<file path="src/verilog/ama_riscv_pkg.sv">
`default_nettype none

package ama_riscv_pkg;

// sizes
localparam int XLEN = 32;
localparam int RF_ADDR_W = 5;
localparam int RF_NUM = 1 << RF_ADDR_W;
localparam int DMEM_DEPTH = 64;
localparam int DMEM_ADDR_W = $clog2(DMEM_DEPTH);
localparam int QUEUE_DEPTH = 8;
localparam int QUEUE_PTR_W = $clog2(QUEUE_DEPTH);
localparam int PC_W = 16;

typedef logic [RF_ADDR_W-1:0] rf_addr_t;
localparam rf_addr_t RF_X0_ZERO = '0;

typedef enum logic [2:0] {
    ALU_ADD, ALU_SUB, ALU_AND, ALU_OR, ALU_XOR, ALU_SLL, ALU_SRL, ALU_SLT
} alu_op_t;

typedef enum logic [1:0] {
    ALU_A_SEL_RS1 = 2'd0,
    ALU_A_SEL_PC  = 2'd1,
    ALU_A_SEL_FWD = 2'd2
} alu_a_sel_t;

typedef enum logic [1:0] {
    ALU_B_SEL_RS2 = 2'd0,
    ALU_B_SEL_IMM = 2'd1,
    ALU_B_SEL_FWD = 2'd2
} alu_b_sel_t;

// EWBK is the memory stage alu result, WBK the writeback data
typedef enum logic {
    FWD_BE_EWBK = 1'b0,
    FWD_BE_WBK  = 1'b1
} fwd_be_t;

// blt compares signed
typedef enum logic [1:0] {
    BR_BEQ = 2'd0,
    BR_BNE = 2'd1,
    BR_BLT = 2'd2
} branch_cond_t;

typedef struct packed {
    logic to_dec;
    logic to_exe;
} hazard_be_t;

typedef struct packed {
    logic [PC_W-1:0] pc;
    alu_op_t         alu_op;
    rf_addr_t        rd;
    rf_addr_t        rs1;
    rf_addr_t        rs2;
    logic [XLEN-1:0] imm;
    alu_a_sel_t      alu_a_sel;
    alu_b_sel_t      alu_b_sel;
    logic            rd_we;
    logic            load_inst;
    logic            store_inst;
    logic            branch_inst;
    branch_cond_t    branch_cond;
} inst_t;

typedef struct packed {
    logic [PC_W-1:0] pc;
    rf_addr_t        rd;
    logic            rd_we;
    logic [XLEN-1:0] data;
    logic            store_inst;
    logic [XLEN-1:0] addr;
    logic            taken;
} commit_t;

endpackage

`default_nettype wire

</file>
<file path="src/verilog/ama_riscv_dmem.sv">
`timescale 1ns/10ps
`default_nettype none

module ama_riscv_dmem (
    input  logic                                 clk,
    input  logic                                 rst_n,
    input  logic [ama_riscv_pkg::DMEM_ADDR_W-1:0] addr,
    input  logic                                 we,
    input  logic [ama_riscv_pkg::XLEN-1:0]       wdata,
    output logic [ama_riscv_pkg::XLEN-1:0]       rdata
);

import ama_riscv_pkg::*;

logic [XLEN-1:0] words [DMEM_DEPTH];

always_ff @(posedge clk) begin
    if (!rst_n) begin
        for (int i = 0; i < DMEM_DEPTH; i++) begin
            words[i] <= '0;
        end
    end else if (we) begin
        words[addr] <= wdata;
    end
end

// load data available in the same cycle
assign rdata = words[addr];

endmodule

`default_nettype wire

</file>
<file path="config.mk">
export PLATFORM = sky130hd
export DESIGN_NAME = ama_riscv_dmem
export DESIGN_NICKNAME = d
export VERILOG_FILES = /design/src/verilog/ama_riscv_pkg.sv /design/src/verilog/ama_riscv_dmem.sv
export SDC_FILE = /design/constraint.sdc
export NUM_CORES = 2
export LEC_CHECK = 0
export BUFFER_PORTS_ARGS = -buffer_cell sky130_fd_sc_hd__buf_2
export CAP_MARGIN = 40
export CORE_ASPECT_RATIO = 1.5
export CORE_MARGIN = 2
export CORE_UTILIZATION = 40
export DETAILED_ROUTE_END_ITERATION = 10
export GPL_TIMING_DRIVEN = 0
export MAX_ROUTING_LAYER = met4
export PLACE_DENSITY_LB_ADDON = 0.25
export RECOVER_POWER = 50
export SYNTH_ARGS = -nofsm -noshare
export SYNTH_HDL_FRONTEND = slang
export SYNTH_SLANG_ARGS = --single-unit
</file>
<file path="constraint.sdc">
create_clock -name clk -period 5.23 [get_ports clk]
set_clock_uncertainty 0.1 [all_clocks]
set_input_delay 1.046 -clock clk [delete_from_list [all_inputs] [get_ports clk]]
set_output_delay 1.046 -clock clk [all_outputs]
set_load 0.01 [all_outputs]
</file>
# --- Word-level counts from Yosys, hierarchy flattened ---
# Memory sizes are Yosys's and may differ from the RTL's.
# Cells that the tools add are included.
op_classes:
  addsub: 0
  n_mul: 0
  n_div: 0
  magnitude_cmp: 0
  n_eq_ne: 0
  n_shift: 0
  mux: 7
  bitwise_logic: 0
  n_reduce_logical: 1
op_table:
  columns: ["op", "count"]
  rows:
  - ["two-way mux 32 bit", 1]
  - ["OR reduction 32 bit", 1]
  - ["two-way mux 6 bit", 1]
  - ["two-way mux 1 bit", 5]
totals:
  reg_bits: 0
  latchBits: 0
  mem_bits_rw: 2048
  mem_bits_ro: 0
  input_bits: 41
  output_inout_bits: 32
  word_cells: 9
  n_memories: 1
mem_list:
  columns: ["memory", "words", "word_bits", "rd", "rd_ports_with_merged_regs", "write_ports", "line_no", "text"]
  rows:
  - ["words", 64, 32, 1, 0, 64, "ama_riscv_dmem.sv:15", "logic [XLEN-1:0] words [DMEM_DEPTH];"]

# --- Longest topological paths before layout ---
logic_depth:
  depth_word: 5
  ltp_mapped: 10
  ltp_nobuf: 5

# --- Least setup slack after synthesis ---
# Ideal clock, no wire load.
synth_path:
  path_kind: "in2reg"
  start: "in addr[4] in the netlist's numbering"
  end: "mem words[12][0] (enable)"
  setup_ps: 466
  t_arrival_ps: 4337
  required_time_ps: 4664
  slack_ps: 327
  path_stages: 5
  cell_sequence: "buf_2 or3b_2 clkbuf_1 clkbuf_1 o21ai_0"
synth_rtl:
  columns: ["item", "line_no", "text"]
  rows:
  - ["start, declared", "ama_riscv_dmem.sv:7", "input logic [ama_riscv_pkg::DMEM_ADDR_W-1:0] addr,"]
  - ["end, declared", "ama_riscv_dmem.sv:15", null]

# --- Worst setup path in the final report ---
layout_path:
  start: "in addr[2] in the netlist's numbering"
  end: "out rdata[13] in the netlist's numbering"
layout_via:
  elab_chain_cells: 1
layout_rtl:
  columns: ["item", "line_no", "text"]
  rows:
  - ["memory read (64 x 32 bit)", null, null]
  - ["end, declared", "ama_riscv_dmem.sv:10", "output logic [ama_riscv_pkg::XLEN-1:0] rdata"]
# No other way between the ends.

==> impl_metrics.yaml <==
status:
  status: "finished with violations"
  violations: "max-capacitance violations, max-slew violations, negative setup slack"
job:
  cap_violations: 8
grt:
  first_global_vias: 68480
  grt_start_max_net_pins: 27
  grt_util_all_layers_pct: 48.09
  grt-ovfl-total: 0
  grt_pass1_wl_mm: 707.1
  antenna_found_initial: 116
synthesis:
  synth_edf_count: 2048
  synthCells: 6913
  yosysWarningCount: 0
  synth_seq_area_share_pct: 65.88
  ys_ff_latch: 2048
  syn_area_um2: 93350
  synth_nets: 6954
  async_flop_share_pct: 0
  synth-main-ff-cell: "edfxtp_1"
  ys_types: 63
  synth.avg_cell_area_um2: 13.50
setup_path:
  path_delay_family: "buffers and inverters"
  criticalPathCategory: "in -> out"
  cp.required_ns: 4.08
  worstSetupEndpointType: "output pin"
  startpoint_type: "input pin"
  crit_path_top_delay_cell: "nand4_1"
  crit_top_cell: "buf_12"
  crit_buf_inv: 9
  path_max_fanout: 7
  cp_cell_sequence: "buf_12, buf_12, buf_16, buf_16, clkbuf_16, buf_12, clkbuf_16, a221oi_4, o22ai_2, buf_6, a22oi_2, nand4_1, buf_4"
  slowest_delay_ns: 0.82
  worst_ep_arrival_time_ns: 4.66
placement:
  dpl.cell_count: 10440
  gp_congestion: 1.086
  dp_hpwl_mm: 424.6
  dp_slack_ns: -2.529
  portBuffers: 39
  post_dp_cell_area_um2: 104700
timing:
  fin_crit_sh_pct: 111.0
  fin_crit_ns: 5.805
  setup_viol: 230
  fin_tns_setup_ns: -32.15
  max_freq_mhz: 172.3
  final_max_slew_viol_count: 72
  worst_pin_slew_ns: 2.493
  setup_ws_ns: -0.5749
  rsz0062_at_grt: "true"
  slew_headroom_pct: -67.99
  hold_viol: 0
detailed_routing:
  drtAntennaViolNets: 0
  detail_route.first_pass.iterations: 8
  route.detailed.drc: 0
  drt-total-wl_mm: 559.1
  wl_per_cell_um: 50.53
  viasPerCell: 6.516
  vias: 72100
  drtIter0Drc: 11400
floorplan:
  core_um2: 232400
  die_h_um: 595.6
  row_count: 217
  ios: 73
  die-area_um2: 237300
  start_util_pct: 40.16
  die_w_um: 398.4
power:
  pwr_density_cell_nw_per_um2: 340.0
  ir_drop_mv: 0.3300
  power_leakage_uw: 0.04058
clock_network:
  cts-htree-levels: 4
  clock_sinks: 2048
  clock_path_buffers: 4
  cts_tree: "done"
  cts_hold_buf: 0
  numCtsBuffers: 208
  cts-root-buf: "clkbuf_16"
  clk_pin_slew_worst_paths_ns: 0.07
final_layout:
  regMostFlops: "words"
  fin_util_pct: 50.61
  design_area_um2: 117600
  top_regs: "words (2048)"
  layout_commonest_cell: "edfxtp_1"
  area_growth_pct: 26.01
  multi_input_area_um2: 32250
  final_cell_mix: "edfxtp_1 (2048), and2_1 (1751), clkbuf_1 (492), a221oi_1 (310), and2_0 (298)"
  finalNetCount: 7768
  largest_reg_flops: 2048
  regArea_um2: 61500
  drive_above_1_share_pct: 23.37
  final_cell_count_no_fill: 11070
  num-fill-cells: 20180
hold_path:
  hold_path_depth: 2
  min_path_type: "in -> reg"
  worstHoldStart: "wdata[10]"
  hold_path_end: "words[7][10]$_SDFFCE_PN0P_"
==> area by class of cell <==
| cell class | instances | share of cell area (%) |
|---|---|---|
| Clock buffer | 239 | 4.542 |
| Antenna cell | 114 | 0.2425 |
| Timing Repair Buffer | 624 | 6.644 |
| Buffer | 774 | 4.520 |
| Sequential cell | 2048 | 52.28 |
| Multi-Input combinational cell | 4068 | 27.41 |
| Inverter | 3 | 0.02021 |
| Tap cell | 3066 | 3.261 |
| Clock inverter | 129 | 1.070 |
==> Yosys cell counts (32+ instances only) <==
cell type	count	area share [%]
edfxtp_1	2048	66
clkbuf_1	626	2.5
o22ai_1	91	0.61
buf_2	91	0.49
and3_1	81	0.54
a221oi_1	416	3.9
buf_1	67	0.27
a21oi_1	48	0.26
a22oi_1	157	1.3
nor2_1	91	0.37
and2_1	2052	14
nand2_1	98	0.39
nor3_1	74	0.40
mux2_2	111	1.3
nand4_1	32	0.21
mux4_2	84	2.0
nand3b_1	59	0.47
o21ai_0	190	1.0
mux2i_1	97	1.0
nor3b_1	94	0.76
==> report_power, final <==
group	internal, uW	leakage, uW	switching (uW)
sequential	18900	0.0195	325
clock	8370	0.00322	6970
combinational	1600	0.0179	3860
total	28800	0.0406	11200
==> per-stage QoR <==
| stage | hold WS (ns) | power, uW |
|---|---|---|
| 2_1_floorplan | 1.405 | 20930 |
| 3_3_place_gp | 1.874 | 23570 |
| 3_5_place_dp | 1.539 | 24070 |
| 4_1_cts | 0.5938 | 39400 |
| 5_1_grt | 0.6105 | 40330 |
| 6_report | 0.6214 | 40000 |
==> cell families after synthesis <==
family | count (synthesis) | share of synthesized area (%)
DFF | 2048 | 65.88
muxes | 292 | 4.406
buffers and inverters | 797 | 3.379
AOI/OAI and AO/OA | 1096 | 8.731
and+or+nand+nor | 2680 | 17.60
==> metal layers <==
metal | GRT usage [%] | wire length [um]
met1 | 51.91 | 180500
met2 | 70.68 | 247200
met3 | 13.32 | 60500
met4 | 46.21 | 70900
met5 | - | 0
==> how the worst max path moves through the flow <==
| stage | from | depth (start not counted) | slack [ns] | to |
|---|---|---|---|---|
| after floorplan | addr[4] | 5 | 0.33 | words[12][0]$_SDFFCE_PN0P_ |
| after global placement | addr[0] | 6 | -5.95 | words[29][16]$_SDFFCE_PN0P_ |
| after detailed placement | addr[2] | 12 | -2.53 | rdata[7] |
| after CTS | addr[0] | 13 | -0.22 | rdata[13] |
| after global routing | addr[0] | 13 | -0.37 | rdata[13] |
| final | addr[2] | 13 | -0.57 | rdata[13] |
==> timing repair <==
item	in CTS	in global routing
gates resized for setup	881	371
pin swaps	76	101
setup endpoints to repair	32	32
buffers inserted	74	91
cloned	5	2
endpoints found under the hold margin	0	0
(Power assumes the default switching activity.)
