==> src/verilog/ama_riscv_pkg.sv <==
`default_nettype none

package ama_riscv_pkg;

// sizes
localparam int XLEN = 32;
localparam int RF_ADDR_W = 5;
localparam int RF_NUM = 1 << RF_ADDR_W;
localparam int DMEM_DEPTH = 64;
localparam int DMEM_ADDR_W = $clog2(DMEM_DEPTH);
localparam int QUEUE_DEPTH = 8;
localparam int QUEUE_PTR_W = $clog2(QUEUE_DEPTH);
localparam int PC_W = 16;

typedef logic [RF_ADDR_W-1:0] rf_addr_t;
localparam rf_addr_t RF_X0_ZERO = '0;

typedef enum logic [2:0] {
    ALU_ADD, ALU_SUB, ALU_AND, ALU_OR, ALU_XOR, ALU_SLL, ALU_SRL, ALU_SLT
} alu_op_t;

typedef enum logic [1:0] {
    ALU_A_SEL_RS1 = 2'd0,
    ALU_A_SEL_PC  = 2'd1,
    ALU_A_SEL_FWD = 2'd2
} alu_a_sel_t;

typedef enum logic [1:0] {
    ALU_B_SEL_RS2 = 2'd0,
    ALU_B_SEL_IMM = 2'd1,
    ALU_B_SEL_FWD = 2'd2
} alu_b_sel_t;

// EWBK is the memory stage alu result, WBK the writeback data
typedef enum logic {
    FWD_BE_EWBK = 1'b0,
    FWD_BE_WBK  = 1'b1
} fwd_be_t;

// blt compares signed
typedef enum logic [1:0] {
    BR_BEQ = 2'd0,
    BR_BNE = 2'd1,
    BR_BLT = 2'd2
} branch_cond_t;

typedef struct packed {
    logic to_dec;
    logic to_exe;
} hazard_be_t;

typedef struct packed {
    logic [PC_W-1:0] pc;
    alu_op_t         alu_op;
    rf_addr_t        rd;
    rf_addr_t        rs1;
    rf_addr_t        rs2;
    logic [XLEN-1:0] imm;
    alu_a_sel_t      alu_a_sel;
    alu_b_sel_t      alu_b_sel;
    logic            rd_we;
    logic            load_inst;
    logic            store_inst;
    logic            branch_inst;
    branch_cond_t    branch_cond;
} inst_t;

typedef struct packed {
    logic [PC_W-1:0] pc;
    rf_addr_t        rd;
    logic            rd_we;
    logic [XLEN-1:0] data;
    logic            store_inst;
    logic [XLEN-1:0] addr;
    logic            taken;
} commit_t;

endpackage

`default_nettype wire

==> src/verilog/ama_riscv_regfile.sv <==
`timescale 1ns/10ps
`default_nettype none

module ama_riscv_regfile (
    input  logic                              clk,
    input  logic                              rst_n,
    input  ama_riscv_pkg::rf_addr_t           rs1,
    input  ama_riscv_pkg::rf_addr_t           rs2,
    output logic [ama_riscv_pkg::XLEN-1:0]    rs1_data,
    output logic [ama_riscv_pkg::XLEN-1:0]    rs2_data,
    input  ama_riscv_pkg::rf_addr_t           rd,
    input  logic                              rd_we,
    input  logic [ama_riscv_pkg::XLEN-1:0]    rd_data
);

import ama_riscv_pkg::*;

logic [XLEN-1:0] regs [RF_NUM];

always_ff @(posedge clk) begin
    if (!rst_n) begin
        for (int i = 0; i < RF_NUM; i++) begin
            regs[i] <= '0;
        end
    end else if (rd_we && (rd != RF_X0_ZERO)) begin
        regs[rd] <= rd_data;
    end
end

// x0 is hardwired, no write-through for same cycle writes
assign rs1_data = (rs1 == RF_X0_ZERO) ? '0 : regs[rs1];
assign rs2_data = (rs2 == RF_X0_ZERO) ? '0 : regs[rs2];

endmodule

`default_nettype wire

==> config.mk <==
export PLATFORM = sky130hd
export DESIGN_NAME = ama_riscv_regfile
export DESIGN_NICKNAME = d
export VERILOG_FILES = /design/src/verilog/ama_riscv_pkg.sv /design/src/verilog/ama_riscv_regfile.sv
export SDC_FILE = /design/constraint.sdc
export NUM_CORES = 2
export LEC_CHECK = 0
export BUFFER_PORTS_ARGS = -buffer_cell sky130_fd_sc_hd__buf_2
export CAP_MARGIN = 20
export CORE_MARGIN = 2
export CORE_UTILIZATION = 45
export CTS_CLUSTER_DIAMETER = 80
export DETAILED_ROUTE_END_ITERATION = 6
export PLACE_DENSITY = 0.71
export SLEW_MARGIN = 10
export SYNTH_ARGS = -nofsm -noshare
export SYNTH_HDL_FRONTEND = slang
export SYNTH_SLANG_ARGS = --single-unit
==> constraint.sdc <==
create_clock -name clk -period 4.4 [get_ports clk]
set_input_delay 0.66 -clock clk [delete_from_list [all_inputs] [get_ports clk]]
set_output_delay 0.66 -clock clk [all_outputs]
set_load 0.05 [all_outputs]
==> Word-level counts from Yosys, hierarchy flattened <==
Memories as Yosys holds them, arrays and structs flattened.
Cells that the tools add are included.
{ "totals": {"wordCells": 15, "ramBits": 1024, "register_bits": 0, "memories": 1, "inputBits": 50, "output_inout_bits": 64} }
{ "op_classes": {"mux": 9, "reduce_logical": 5} }
{ "mem_list": {"columns": ["memory", "depth", "word_bits", "rd", "rd_ports_with_merged_regs", "write_ports", "line", "source"], "rows": [
  ["regs", 32, 32, 2, 0, 32, "ama_riscv_regfile.sv:18", "logic [XLEN-1:0] regs [RF_NUM];"]
]} }
{ "op_table": {"columns": ["op", "count"], "rows": [
  ["two-way mux 32 bit", 3],
  ["OR reduction 32 bit", 1],
  ["zero test 5 bit", 2],
  ["two-way mux 1 bit", 5],
  ["two-way mux 5 bit", 1],
  ["nonzero test 5 bit", 1],
  ["logical AND 1 bit", 1]
]} }

==> Depth between registers and ports, before layout <==
{ "depth": {"ltp_word": 7, "mapped_depth": 9, "depth_no_buf": 4} }

==> Worst setup path after synthesis <==
OpenSTA, ideal clock, no wires.
{ "synth_path": {"kind": "input to register", "start": "input rst_n", "end": "memory regs[24][0], enable pin", "slack_ps": 204, "t_required_ps": 3934, "setup_time_ps": 466, "n_path_buf": 2, "path_stages": 5, "arrival_time_ps": 3730, "cell_sequence": "buf_2 -> nand2_1 -> or3_1 -> clkbuf_1 -> o21ai_0"} }
{ "synth_lines": {"columns": ["element", "line", "source"], "rows": [
  ["start: declaration", "ama_riscv_regfile.sv:6", "input logic rst_n,"],
  ["end: declaration", "ama_riscv_regfile.sv:18", null]
]} }

==> Final worst setup path <==
{ "layout_path": {"start": "input rs2[3]", "end": "output rs2_data[21] (netlist bit)"} }
{ "layout_between": {"elab_chain_len": 2, "elab_cells_between_ends": 3, "cone_classes": "mux: 1; reduce/logical: 1; memory: 1"} }
{ "layout_rtl": {"columns": ["element", "line", "source"], "rows": [
  ["start: declaration", "ama_riscv_regfile.sv:8", "input ama_riscv_pkg::rf_addr_t rs2,"],
  ["memory (32 x 32 bit) / zero test 5 bit (equally long branches)", null, null],
  ["two-way mux 32 bit *", "ama_riscv_regfile.sv:32", "assign rs2_data = (rs2 == RF_X0_ZERO) ? '0 : regs[rs2];"],
  ["end: declaration", "ama_riscv_regfile.sv:10", "output logic [ama_riscv_pkg::XLEN-1:0] rs2_data,"]
]} }
Every way passes the cells marked *; elsewhere a longest branch is shown, timed or not.

==> flow_metrics.env <==
export IMPL_synth_area_top_cells="edfxtp_1 57%, mux4_2 20%, and2_1 11%, mux2i_1 2.8%, clkbuf_1 1.9%"
export IMPL_drt_iter0_markers=5493
export IMPL_cp_arrival_ps=3440
export IMPL_placed_area_um2=57700
export IMPL_numCtsBuffers=104
export IMPL_drc=0
export IMPL_cp_cell_sequence="buf_2 -> and2_4 -> buf_4 -> a22oi_1 -> o211a_1 -> nor4_1 -> buf_4 -> buf_2"
export IMPL_groute_usage_overall_pct=28.2
export IMPL_multi_input_area_um2=22300
export IMPL_die_area_um2=123000
export IMPL_route_met2_wl_um=80300
export IMPL_p_sw_share_pct=25.7
export IMPL_coreArea_um2=120000
export IMPL_port_buffer_count=113
export IMPL_synth_edf_count=1024
export IMPL_worstSetupEndpointType="output pin"
export IMPL_drv_slew=0
export IMPL_io_pins=114
export IMPL_synth_main_ff_cell="edfxtp_1"
export IMPL_period_share_pct=93.1
export IMPL_syn_area_um2=54200
export IMPL_clock_sinks=1024
export IMPL_seqCellArea_um2=30700
export IMPL_antenna_found_initial=21
export IMPL_met1_length_um=62700
export IMPL_critPathBufInv=4
export IMPL_largest_register_ffs=1024
export IMPL_yosysSeqAreaShare_pct=56.7
export IMPL_drt_pre_antenna_iters=5
export IMPL_hold_viol_final=0
export IMPL_grt_pass1_wl_um=247000
export IMPL_drv_cap=0
export IMPL_grt_overflow=0
export IMPL_p_switching_mw=6.13
export IMPL_drive_gt1_share_pct=28.4
export IMPL_synth_top_area_cell="edfxtp_1"
export IMPL_rsz0062_at_grt="no"
export IMPL_root_buffer="clkbuf_16"
export IMPL_seqPwrFrac_pct=48.6
export IMPL_required_ps=3740
export IMPL_cpLargestDelayFamily="simple AND/OR/NAND/NOR gates"
export IMPL_nets=3616
export IMPL_rows=127
export IMPL_internal_power_mw=17.7
export IMPL_worst_path_max_fanout=38
export IMPL_syn_inst=3509
export IMPL_syn_avg_cell_area_um2=15.4
export IMPL_min_period_ps=4100
export IMPL_dr_wl_met3_um=22600
export IMPL_biggestRegsByFlops="regs x1024"
export IMPL_pwr_share_comb_pct=13.3
export IMPL_clkTransAtPathRegs_ps=60
export IMPL_drt_total_wl_um=174000
export IMPL_slowest_stage="and2_4"
export IMPL_top_register="regs"
export IMPL_antenna_left=0
export IMPL_fmax_ghz=0.244
export IMPL_startpoint_type="input port"
export IMPL_hp_class="in2reg"
export IMPL_crit_type="in2out"
export IMPL_start_util_pct=45.3
export IMPL_power_density_nw_per_um2=390
export IMPL_yosysWarnings=0
export IMPL_setup_violations=0
export IMPL_areaGrowthSynthToFinish_pct=12.7
export IMPL_clock_power_share_pct=38.1
export IMPL_cts_tree="built"
export IMPL_via_count=34400
export IMPL_top_layer="met5"
export IMPL_die_h_um=351
export IMPL_grt_pass1_vias=34300
export IMPL_gp_congestion=0.911
export IMPL_fp_dieW_um=351
export IMPL_synth_cell_types=41
export IMPL_max_stage_delay_ps=730
export IMPL_leakagePower_nw=21.0
export IMPL_vdd_drop_max_mv=0.405
export IMPL_ys_ff_latch=1024
export IMPL_wl_per_cell_um=33.1
export IMPL_synthArstFlopShare_pct=0
export IMPL_cts_max_level=3
export IMPL_total_power_mw=23.8
export IMPL_worstMarginPinSlew_ps=1150
export IMPL_synth_top_area_share_pct=56.7
export IMPL_final_cell_area_um2=61100
export IMPL_hold_buffers=0
export IMPL_relSlewSlack_pct=23.6
export IMPL_cts_resized=0
export IMPL_outcome="finished clean"
export IMPL_vias_per_cell=6.53
export IMPL_clock_path_buffers=3
export IMPL_tns_ps=0
export IMPL_cts_setup_buffers=0
export IMPL_dpl_hpwl_um=107000
export IMPL_fill_cells=9680
export IMPL_grt_max_degree=66
-- Yosys cell counts, drive strengths merged, types with 4 or more instances --
master / number
nor4: 8
a22oi: 18
mux4: 470
nand2: 9
and2: 996
o22ai: 79
a2111oi: 29
a21oi: 10
nor2b: 15
edfxtp: 1024
mux2: 30
nor3: 54
nor2: 36
nand3: 5
a211oi: 34
a32o: 4
o221ai: 27
clkbuf: 275
buf: 113
o21ai: 33
nand2b: 6
nand3b: 5
a22o: 51
mux2i: 154
-- placed cells by master (no fill, tap or decap), types with 39 or more instances in the layout --
cell / count
a22o_1: 51
and2_1: 995
buf_12: 39
buf_2: 103
buf_4: 161
clkbuf_16: 106
edfxtp_1: 1024
mux2i_1: 154
mux4_2: 470
nor3_1: 54
o22ai_1: 79
-- per-layer routing --
metal / global-route usage, % / up-vias
met5: 0 / -
met4: 12.2 / 24
met3: 7.18 / 433
met2: 43.7 / 2627
met1: 37.8 / 17600
li1: - / 13700
-- through the flow --
stage | hold WS, ps | utilization, % | setup WS (ps) | cells
2_1_floorplan | 858 | - | 204 | 3540
3_3_place_gp | 1280 | 48.2 | 414 | 5072
3_5_place_dp | 1300 | 48.2 | 387 | 5072
4_1_cts | 553 | 51.0 | 365 | 5261
5_1_grt | 585 | 51.0 | 270 | 5261
6_report | 591 | 51.1 | 303 | 5264
-- cell families (layout without fill, tap and decap cells) --
group	after synthesis	after routing	share of synthesized area (%)
AND/OR/NAND/NOR	1149	1149	13.0
AO/OA/AOI/OAI	291	291	3.96
flip-flops	1024	1024	56.7
buffers and inverters	390	499	3.33
other	1	35	0.00692
multiplexers	654	654	23.0
-- cell type report --
type                    instances  share of cell area [%]
clock buffers                 126                    4.47
well taps                    1612                    3.30
flip-flops and latches       1024                    50.3
inverters                       2                  0.0123
repair buffers                308                    4.21
multi-input cells            2126                    36.5
clock inverters                63                    1.13
diodes                          3                  0.0123
-- power groups by stage --
stage | Sequential, mW | Combinational, mW | Clock, mW
floorplan | 11.7 | 2.04 | 0
global placement | 11.7 | 3.10 | 0
detailed placement | 11.8 | 3.13 | 0
CTS | 11.6 | 3.14 | 9.11
global route | 11.6 | 3.27 | 9.50
finish | 11.6 | 3.17 | 9.09
-- final timing paths --
kind / slack, ps / end / cells past startpoint / from
worst max-delay path: 300 / rs2_data[21] / 8 / rs2[3]
worst min-delay path: 590 / regs[27][13] / 2 / rd_data[13]
(Power assumes the default switching activity.)
