`src/verilog/ama_riscv_pkg.sv`:
```
`default_nettype none

package ama_riscv_pkg;

// sizes
localparam int XLEN = 32;
localparam int RF_ADDR_W = 5;
localparam int RF_NUM = 1 << RF_ADDR_W;
localparam int DMEM_DEPTH = 64;
localparam int DMEM_ADDR_W = $clog2(DMEM_DEPTH);
localparam int QUEUE_DEPTH = 8;
localparam int QUEUE_PTR_W = $clog2(QUEUE_DEPTH);
localparam int PC_W = 16;

typedef logic [RF_ADDR_W-1:0] rf_addr_t;
localparam rf_addr_t RF_X0_ZERO = '0;

typedef enum logic [2:0] {
    ALU_ADD, ALU_SUB, ALU_AND, ALU_OR, ALU_XOR, ALU_SLL, ALU_SRL, ALU_SLT
} alu_op_t;

typedef enum logic [1:0] {
    ALU_A_SEL_RS1 = 2'd0,
    ALU_A_SEL_PC  = 2'd1,
    ALU_A_SEL_FWD = 2'd2
} alu_a_sel_t;

typedef enum logic [1:0] {
    ALU_B_SEL_RS2 = 2'd0,
    ALU_B_SEL_IMM = 2'd1,
    ALU_B_SEL_FWD = 2'd2
} alu_b_sel_t;

// EWBK is the memory stage alu result, WBK the writeback data
typedef enum logic {
    FWD_BE_EWBK = 1'b0,
    FWD_BE_WBK  = 1'b1
} fwd_be_t;

// blt compares signed
typedef enum logic [1:0] {
    BR_BEQ = 2'd0,
    BR_BNE = 2'd1,
    BR_BLT = 2'd2
} branch_cond_t;

typedef struct packed {
    logic to_dec;
    logic to_exe;
} hazard_be_t;

typedef struct packed {
    logic [PC_W-1:0] pc;
    alu_op_t         alu_op;
    rf_addr_t        rd;
    rf_addr_t        rs1;
    rf_addr_t        rs2;
    logic [XLEN-1:0] imm;
    alu_a_sel_t      alu_a_sel;
    alu_b_sel_t      alu_b_sel;
    logic            rd_we;
    logic            load_inst;
    logic            store_inst;
    logic            branch_inst;
    branch_cond_t    branch_cond;
} inst_t;

typedef struct packed {
    logic [PC_W-1:0] pc;
    rf_addr_t        rd;
    logic            rd_we;
    logic [XLEN-1:0] data;
    logic            store_inst;
    logic [XLEN-1:0] addr;
    logic            taken;
} commit_t;

endpackage

`default_nettype wire

```
`src/verilog/ama_riscv_inst_queue.sv`:
```
`timescale 1ns/10ps
`default_nettype none

module ama_riscv_inst_queue (
    input  logic                 clk,
    input  logic                 rst_n,
    input  logic                 push,
    input  ama_riscv_pkg::inst_t push_inst,
    input  logic                 pop,
    output logic                 q_valid,
    output ama_riscv_pkg::inst_t q_inst
);

import ama_riscv_pkg::*;

inst_t                  entries [QUEUE_DEPTH];
logic [QUEUE_PTR_W-1:0] wr_ptr;
logic [QUEUE_PTR_W-1:0] rd_ptr;
logic [QUEUE_PTR_W:0]   count;
logic                   do_push;
logic                   do_pop;

// a push into a full queue is lost
assign do_push = push && (int'(count) < QUEUE_DEPTH);
assign do_pop = pop && q_valid;

always_ff @(posedge clk) begin
    if (!rst_n) begin
        wr_ptr <= '0;
        rd_ptr <= '0;
        count <= '0;
    end else begin
        if (do_push) wr_ptr <= wr_ptr + 1'b1;
        if (do_pop) rd_ptr <= rd_ptr + 1'b1;
        case ({do_push, do_pop})
            2'b10:   count <= count + 1'b1;
            2'b01:   count <= count - 1'b1;
            default: count <= count;
        endcase
    end
end

always_ff @(posedge clk) begin
    if (do_push) entries[wr_ptr] <= push_inst;
end

// head is visible without a read cycle
assign q_valid = (count != '0);
assign q_inst = entries[rd_ptr];

endmodule

`default_nettype wire

```
`config.mk`:
```
export PLATFORM = sky130hd
export DESIGN_NAME = ama_riscv_inst_queue
export DESIGN_NICKNAME = d
export VERILOG_FILES = /design/src/verilog/ama_riscv_pkg.sv /design/src/verilog/ama_riscv_inst_queue.sv
export SDC_FILE = /design/constraint.sdc
export NUM_CORES = 1
export LEC_CHECK = 0
export ABC_AREA = 1
export BUFFER_PORTS_ARGS = -buffer_cell sky130_fd_sc_hd__buf_4
export CORE_MARGIN = 1
export CORE_UTILIZATION = 55
export CTS_CLUSTER_DIAMETER = 200
export DETAILED_ROUTE_END_ITERATION = 12
export PLACE_DENSITY_LB_ADDON = 0.2
export SKIP_CTS_REPAIR_TIMING = 1
export SLEW_MARGIN = 10
export SYNTH_ARGS = -nofsm -noshare
export SYNTH_HDL_FRONTEND = slang
export SYNTH_SLANG_ARGS = --single-unit
```
`constraint.sdc`:
```
create_clock -name clk -period 11.4 [get_ports clk]
set_input_delay 1.71 -clock clk [delete_from_list [all_inputs] [get_ports clk]]
set_output_delay 1.71 -clock clk [all_outputs]
set_load 0.1 [all_outputs]
```
; After elaboration in Yosys (flattened, before gate mapping)
; Memories as Yosys holds them, arrays and structs flattened. A register that Yosys moved wholly into a read port is not among the register bits.
; Cells that the tools add are included.
[word_totals]
input_bits = 80
n_memories = 1
word_cells = 20
reg_bits = 10
out_inout_bits = 77
ram_bits = 608
[mem_list]
columns = memory, depth, word_bits, read_ports, rd_clocked_by_memory_dff, wr, line_no
row1 = entries, 8, 76, 1, 1, 1, ama_riscv_inst_queue.sv:16  ; inst_t entries [QUEUE_DEPTH];
[classes]
n_eq_ne = 2
reduce_logical = 4
addsub = 4
muxes = 5
magnitude_cmp = 1
[op_table]
columns = op, count
row1 = $pmux 4 s2, 1
row2 = $add 3x1->3 const B, 2
row3 = $mux 3, 2
row4 = $add 4x1->4 const B, 1
row5 = $lt 4x4->1 const B, 1
row6 = $reduce_bool 4->1, 1
row7 = $sub 4x1->4 const B, 1
row8 = $eq 2x1->1 const B, 1
row9 = $eq 2x2->1 const B, 1
row10 = $logic_and 1x1->1, 2
row11 = $mux 1, 2
row12 = $reduce_bool 2->1, 1

; Depth between registers and ports, before layout
; Gate-level depths: netlist of run 1.
[logic_depth]
word_depth = 4
depth_mapped = 14
depth_no_buf = 14

; Worst setup path after synthesis of run 1
; No wires, ideal clock.
[synth_path]
kind = input-to-reg
start = input push
end = memory entries[0][0] in the netlist's numbering, enable pin
n_path_buf = 0
stages = 4
setup_slack_ns = 5.667
t_required_ns = 10.889
arrival_time_ns = 5.222
setup_ns = 0.511
cell_sequence = nand2_1 inv_1 nand2_1 nor2_1
[synth_via]
elab_chain_len = 3
[synth_rtl]
columns = element, line_no
row1 = from (decl), ama_riscv_inst_queue.sv:7  ; input logic push,
row2 = $logic_and 1x1->1, ama_riscv_inst_queue.sv:24  ; assign do_push = push && (int'(count) < QUEUE_DEPTH);
row3 = $mux 1, ama_riscv_inst_queue.sv:44  ; if (do_push) entries[wr_ptr] <= push_inst;
row4 = $mux 1 (not written as such), ama_riscv_inst_queue.sv:44
row5 = to (decl), ama_riscv_inst_queue.sv:16
; Every way passes these cells.

==> impl_metrics.py, run 1 <==
metrics = {
    "die": {
        "rows": 76,
        "ios": 157,
        "core_area_um2": 43300,
        "die_y_um": 212,
        "initial_core_util_pct": 56.1,
        "die_area_um2": 45000,
        "dieWidth_um": 212,
    },
    "clock_network": {
        "cts_made_buffers": 60,
        "clock-sinks": 621,
        "htreeDepth": 2,
        "clk_latency_ns": 0.62,
        "cts_root_buf": "clkbuf_16",
        "clk_pin_slew_worst_paths_ns": 0.06,
        "cts_buffer_depth": 3,
        "cts_tree": "done",
    },
    "logic_synthesis": {
        "syn_avg_cell_area_um2": 13.5,
        "synth_mux_area_share_pct": 3.13,
        "syn_nets": 1888,
        "synth-simple-area-share_pct": 8.85,
        "synth_edf_count": 608,
        "synth_area_um2": 24300,
        "synth_fa_ha_area_share_pct": 0.258,
        "synth_top_family_by_area": "simple AND/OR/NAND/NOR gates",
        "ys_seq_area_share_pct": 76.3,
        "yosysTopAreaCellShare_pct": 75.2,
        "synth_compound_area_share_pct": 8.60,
        "synth_cells": 1803,
        "synth_xor_area_share_pct": 0.0722,
        "synth_seq_cells": 621,
        "synth_area_leaders": "edfxtp_1, o21ai_0, nor2_1",
        "synth_cell_types": 22,
        "yosysMostFrequentCell": "edfxtp_1",
        "yosys-top-cells-count": "edfxtp_1, nor2_1, o21ai_0",
        "yosysTopAreaCell": "edfxtp_1",
        "synthFlopType": "edfxtp_1",
        "yosys_warnings": 0,
        "synthArstFlopShare_pct": 0,
    },
    "drt": {
        "antenna_left": 0,
        "drt_wl_total_um": 51300,
        "wl_per_cell_um": 20.0,
        "via_count": 14400,
        "drc": 0,
        "vias_per_cell": 5.60,
        "drt-initial-drc-count": 1254,
        "dr.pass1.iters": 5,
    },
    "placement": {
        "gp_congestion": 0.743,
        "io_buffers": 156,
        "placed_cell_area_um2": 25800,
        "hpwl_um": 25100,
    },
    "setup_path": {
        "required_ns": 9.69,
        "crit_path_end_kind": "output port",
        "reg2reg_from": "count[3]",
        "critPathCapture": "q_inst[7]",
        "cp-start-kind": "flop",
        "ff2ff_setup_slack_ns": 8.26,
        "reg2reg_depth": 6,
        "path_max_fanout": 140,
        "crit_arrival_ns": 3.94,
        "worstReg2RegEnd": "entries[2][21]",
        "critical_path_class": "flop to output port",
    },
    "global_routing": {
        "grt-ovfl-total": 0,
        "grt_pass1_vias": 14200,
        "grt_pass1_wl_um": 78800,
        "antenna_found_initial": 1,
        "grt_usage_pct": 23.1,
        "grt_max_degree": 187,
    },
    "timing": {
        "fmax_mhz": 177,
        "final-max-slew-violation-count": 0,
        "clock_skew_ns": 0.0178,
        "setup_violations": 0,
        "fin_crit_sh_pct": 49.6,
        "hold_viol": 0,
        "relSlewSlack_pct": 27.3,
        "fin_setup_tns_ns": 0,
        "tightest_slew_ns": 1.09,
        "layout_min_cycle_time_ns": 5.65,
        "rsz0062_at_grt": "no",
    },
    "final_layout": {
        "drive_gt1_share_pct": 14.2,
        "fin_nets": 2018,
        "fin_util_pct": 64.5,
        "design_area_um2": 27900,
        "area_growth_pct": 14.9,
    },
    "pwr": {
        "powerDensity_nw_per_um2": 263,
        "total_power_mw": 7.35,
        "p_leak_nw": 9.65,
        "ir_drop_mv": 0.225,
    },
    "run": {
        "maxCapViolCount": 0,
    },
    "outcome": {
        "status": "complete, no violations",
    },
    "min_path": {
        "hp-class": "flop to flop",
    },
}
==> worst max-delay path, stage by stage (launching register included) <==
cell     delay (ns)
dfxtp_4        0.52
inv_6          0.86
buf_4          0.90
o21ai_0        0.28
o21ai_1        0.18
nand2_1        0.08
nand2_1        0.13
buf_4          0.30
==> metrics by stage <==
step                std cells  hold slack (ns)  worst slack [ns]
finish                   2566            0.484              5.75
global route             2566            0.506              5.50
CTS                      2565            0.488              5.72
detailed placement       2456            0.476              6.46
global placement         2456            0.462              6.48
floorplan                1803            0.448              5.67
==> kinds of logic (layout without fill, tap and decap cells) <==
| group | Yosys count | after routing |
|---|---|---|
| compound gates | 398 | 398 |
| other cells | 0 | 1 |
| xor+xnor | 2 | 2 |
| mux | 76 | 76 |
| fa+ha+maj | 5 | 5 |
| buf+inv | 131 | 308 |
| flops | 621 | 621 |
| simple gates | 570 | 570 |
==> registers in the layout, indices dropped and copies added, names as in the netlist, named ones only <==
register	cells
count	4
entries	608
rd_ptr	3
wr_ptr	3
==> placed cells by master, fill, tap and decap left out <==
cell,Yosys,final
o22ai_1,76,76
buf_4,5,177
nor2_1,318,310
nand3_1,4,4
nand4_1,1,1
nor2_4,0,8
edfxtp_1,608,608
clkbuf_8,0,7
inv_6,0,2
diode_2,0,1
clkbuf_1,56,9
dfxtp_1,13,10
mux2i_1,76,76
o21ai_1,35,35
nor3_1,1,1
clkinvlp_4,0,1
inv_1,21,19
ha_1,5,5
dfxtp_4,0,3
clkinv_8,0,1
xnor2_1,2,2
o21ai_0,277,277
buf_12,6,1
a21oi_1,10,10
nand2_1,246,246
bufinv_16,0,10
clkinv_4,0,1
clkinv_2,0,11
clkinv_1,0,9
clkbuf_16,0,60
==> worst min path at each step <==
stage | startpoint | endpoint | cells after the start
CTS | wr_ptr[0] | wr_ptr[0] | 2
detailed placement | rd_ptr[0] | rd_ptr[0] | 1
global route | wr_ptr[0] | wr_ptr[0] | 2
floorplan | rd_ptr[0] | flop | 1
global placement | rd_ptr[0] | rd_ptr[0] | 1
finish | rd_ptr[0] | rd_ptr[0] | 1
==> routing by layer <==
metal	wire [um]	vias up	global-route usage [%]
met3	2850	79	3.41
met4	1330	0	8.35
li1	-	6799	-
met2	24800	378	37.4
met1	22300	7123	32.2
met5	0	-	0
==> power by group <==
group	switching [mW]	total (mW)	internal (mW)
Combinational	2.01	2.56	0.556
Sequential	0.0917	2.74	2.65
Clock	0.807	2.04	1.23
Total	2.91	7.35	4.44
==> cell type report <==
class | instances | area, um2
fillers | 3123 | 15400
multi-input cells | 1051 | 5140
clock inverters | 33 | 425
flip-flops and latches | 621 | 18500
inverters | 21 | 85.1
well taps | 585 | 732
repair buffers | 178 | 1350
diodes | 1 | 2.50
clock buffers | 76 | 1630
No activity file was read; power rests on OpenSTA's default activity.
==> run 2: changes to the inputs <==
==> constraint.sdc (replaced) <==
create_clock -name clk -period 5.68 [get_ports clk]
set_input_delay 0.852 -clock clk [delete_from_list [all_inputs] [get_ports clk]]
set_output_delay 0.852 -clock clk [all_outputs]
set_load 0.1 [all_outputs]
==> run 2 against run 1 <==
Largest cell class unchanged. Register-to-register slack got worse by 5.1 ns. Routed wire length fell by 0.38%. Non-clock buffer count rose by 3. Sequential cell count did not move. Utilization fell by 0.38 points. Design area fell by 0.59%. First-iteration DRC count rose by 3.7%. Combinational power rose by 100%. Global-route usage fell by 0.23 points. Critical path depth fell by 1.
==> impl_metrics.py, run 2 (synthesis results as in run 1) <==
metrics = {
    "outcome": {
        "status": "complete, no violations",
    },
    "die": {
        "core_area_um2": 43300,
        "ios": 157,
        "initial_core_util_pct": 56.1,
        "dieWidth_um": 212,
        "rows": 76,
        "die_area_um2": 45000,
        "die_y_um": 212,
    },
    "global_routing": {
        "grt-ovfl-total": 0,
        "grtUsageMet1_pct": 31.5,
        "grt_pass1_vias": 14100,
        "grt_usage_pct": 22.9,
        "grt_busiest_layer": "met2",
        "grtUsageMet2_pct": 37.3,
        "grt_use_met3_pct": 3.63,
        "grt_pass1_wl_um": 77700,
        "grt_max_degree": 159,
        "antenna_found_initial": 1,
    },
    "min_path": {
        "worstHoldPathCells": 1,
        "hold_path.startpoint": "push_inst[61]",
        "whs_endpoint": "entries[1][61]",
        "hp-class": "input port to flop",
    },
    "clock_network": {
        "clk_pin_slew_worst_paths_ns": 0.06,
        "htreeDepth": 2,
        "clock-sinks": 621,
        "cts_made_buffers": 60,
        "cts_tree": "done",
        "cts_buffer_depth": 3,
        "cts_root_buf": "clkbuf_16",
        "clk_latency_ns": 0.63,
    },
    "run": {
        "maxCapViolCount": 0,
    },
    "timing": {
        "setup_violations": 0,
        "fin_crit_sh_pct": 74.4,
        "hold_viol": 0,
        "clock_skew_ns": 0.0167,
        "fmax_mhz": 237,
        "relSlewSlack_pct": 28.3,
        "tightest_slew_ns": 1.07,
        "rsz0062_at_grt": "no",
        "final-max-slew-violation-count": 0,
        "fin_setup_tns_ns": 0,
        "layout_min_cycle_time_ns": 4.22,
    },
    "setup_path": {
        "cp-start-kind": "flop",
        "cp_slowest_cell": "buf_4",
        "crit_path_cell_trace": "buf_4 -> o21ai_0 -> o22ai_1 -> nand2_1 -> nand2_1 -> buf_4",
        "crit_path_end_kind": "output port",
        "reg2reg_from": "count[3]",
        "crit_arrival_ns": 3.37,
        "worstReg2RegEnd": "entries[6][44]",
        "max_stage_delay_ns": 0.88,
        "required_ns": 4.83,
        "ff2ff_setup_slack_ns": 3.12,
        "path_max_fanout": 85,
        "critical_path_class": "flop to output port",
        "reg2reg_depth": 6,
    },
    "pwr": {
        "p_leak_nw": 9.57,
        "ir_drop_mv": 0.586,
        "powerDensity_nw_per_um2": 518,
    },
    "drt": {
        "via_count": 14400,
        "antenna_left": 0,
        "drt-initial-drc-count": 1300,
        "drt_wl_total_um": 51100,
        "vias_per_cell": 5.59,
        "dr.pass1.iters": 5,
        "wl_per_cell_um": 19.9,
        "drc": 0,
    },
    "final_layout": {
        "drive_gt1_share_pct": 14.1,
        "n_antenna_cell": 0,
        "layout_commonest_cell": "edfxtp_1",
        "fin_util_pct": 64.1,
        "area_growth_pct": 14.2,
        "largest_reg_flops": 608,
        "nFillCells": 3144,
        "fin_nets": 2021,
        "final_cell_mix": "edfxtp_1, nor2_1, o21ai_0",
        "top_regs": "entries x608, count x4",
        "top_register": "entries",
    },
    "placement": {
        "hpwl_um": 25600,
        "gp_congestion": 0.740,
        "io_buffers": 156,
    },
}
==> run 2: changes by cell type in the layout (fill, tap and decap cells not counted) <==
cell | before | now
inv_6 | 2 | 3
bufinv_16 | 10 | 3
clkbuf_8 | 7 | 0
clkinv_8 | 1 | 0
diode_2 | 1 | 0
buf_4 | 177 | 176
clkbuf_1 | 9 | 11
clkinv_2 | 11 | 20
buf_12 | 1 | 5
clkbuf_16 | 60 | 61
clkinv_4 | 1 | 0
clkinv_1 | 9 | 12
==> run 2: worst max path at each step <==
stage	startpoint	endpoint	slack, ns	cells past startpoint
finish	flop	q_inst[46]	1.46	6
floorplan	push	entries[0][0]	0.80	4
CTS	flop	q_inst[46]	1.40	6
global route	flop	q_inst[50]	1.12	8
global placement	flop	q_inst[0]	2.04	8
detailed placement	flop	q_inst[46]	2.07	6
==> run 2: critical path: cells and delay by family, from the launching register on <==
kind / cells / cell delay, ns
flops: 1 / 0.84
buf+inv: 2 / 1.17
simple gates: 2 / 0.16
compound gates: 2 / 0.50
==> run 2: cell type report <==
class,count,area (um2),share of cell area [%]
multi-input cells,1051,5140,18.5
clock buffers,72,1570,5.65
well taps,585,732,2.64
clock inverters,37,255,0.921
flip-flops and latches,621,18500,66.8
repair buffers,181,1420,5.13
inverters,21,85.1,0.307
==> run 2: per-layer routing <==
layer	vias up	part of all wire (%)
li1	6796	-
met1	7072	43
met2	403	49
met3	90	5.8
met4	2	2.4
met5	-	0.033
==> run 2: where the power goes <==
group / internal, mW / switching, mW
clock network: 2.09 / 1.62
logic: 1.13 / 4.02
registers: 5.32 / 0.192
total: 8.54 / 5.83
==> run 2: stage by stage <==
| stage | cell area (um2) | power (mW) | hold WS, ns | instances | worst slack (ns) |
|---|---|---|---|---|---|
| 6_report | 27700 | 14.4 | 0.452 | 2568 | 1.46 |
| 5_1_grt | 27700 | 15.0 | 0.444 | 2568 | 1.12 |
| 4_1_cts | 27700 | 14.5 | 0.425 | 2568 | 1.40 |
| 3_5_place_dp | 25900 | 10.8 | 0.494 | 2459 | 2.07 |
| 3_3_place_gp | 25900 | 10.7 | 0.460 | 2459 | 2.04 |
| 2_1_floorplan | 24300 | 9.67 | 0.448 | 1803 | 0.805 |
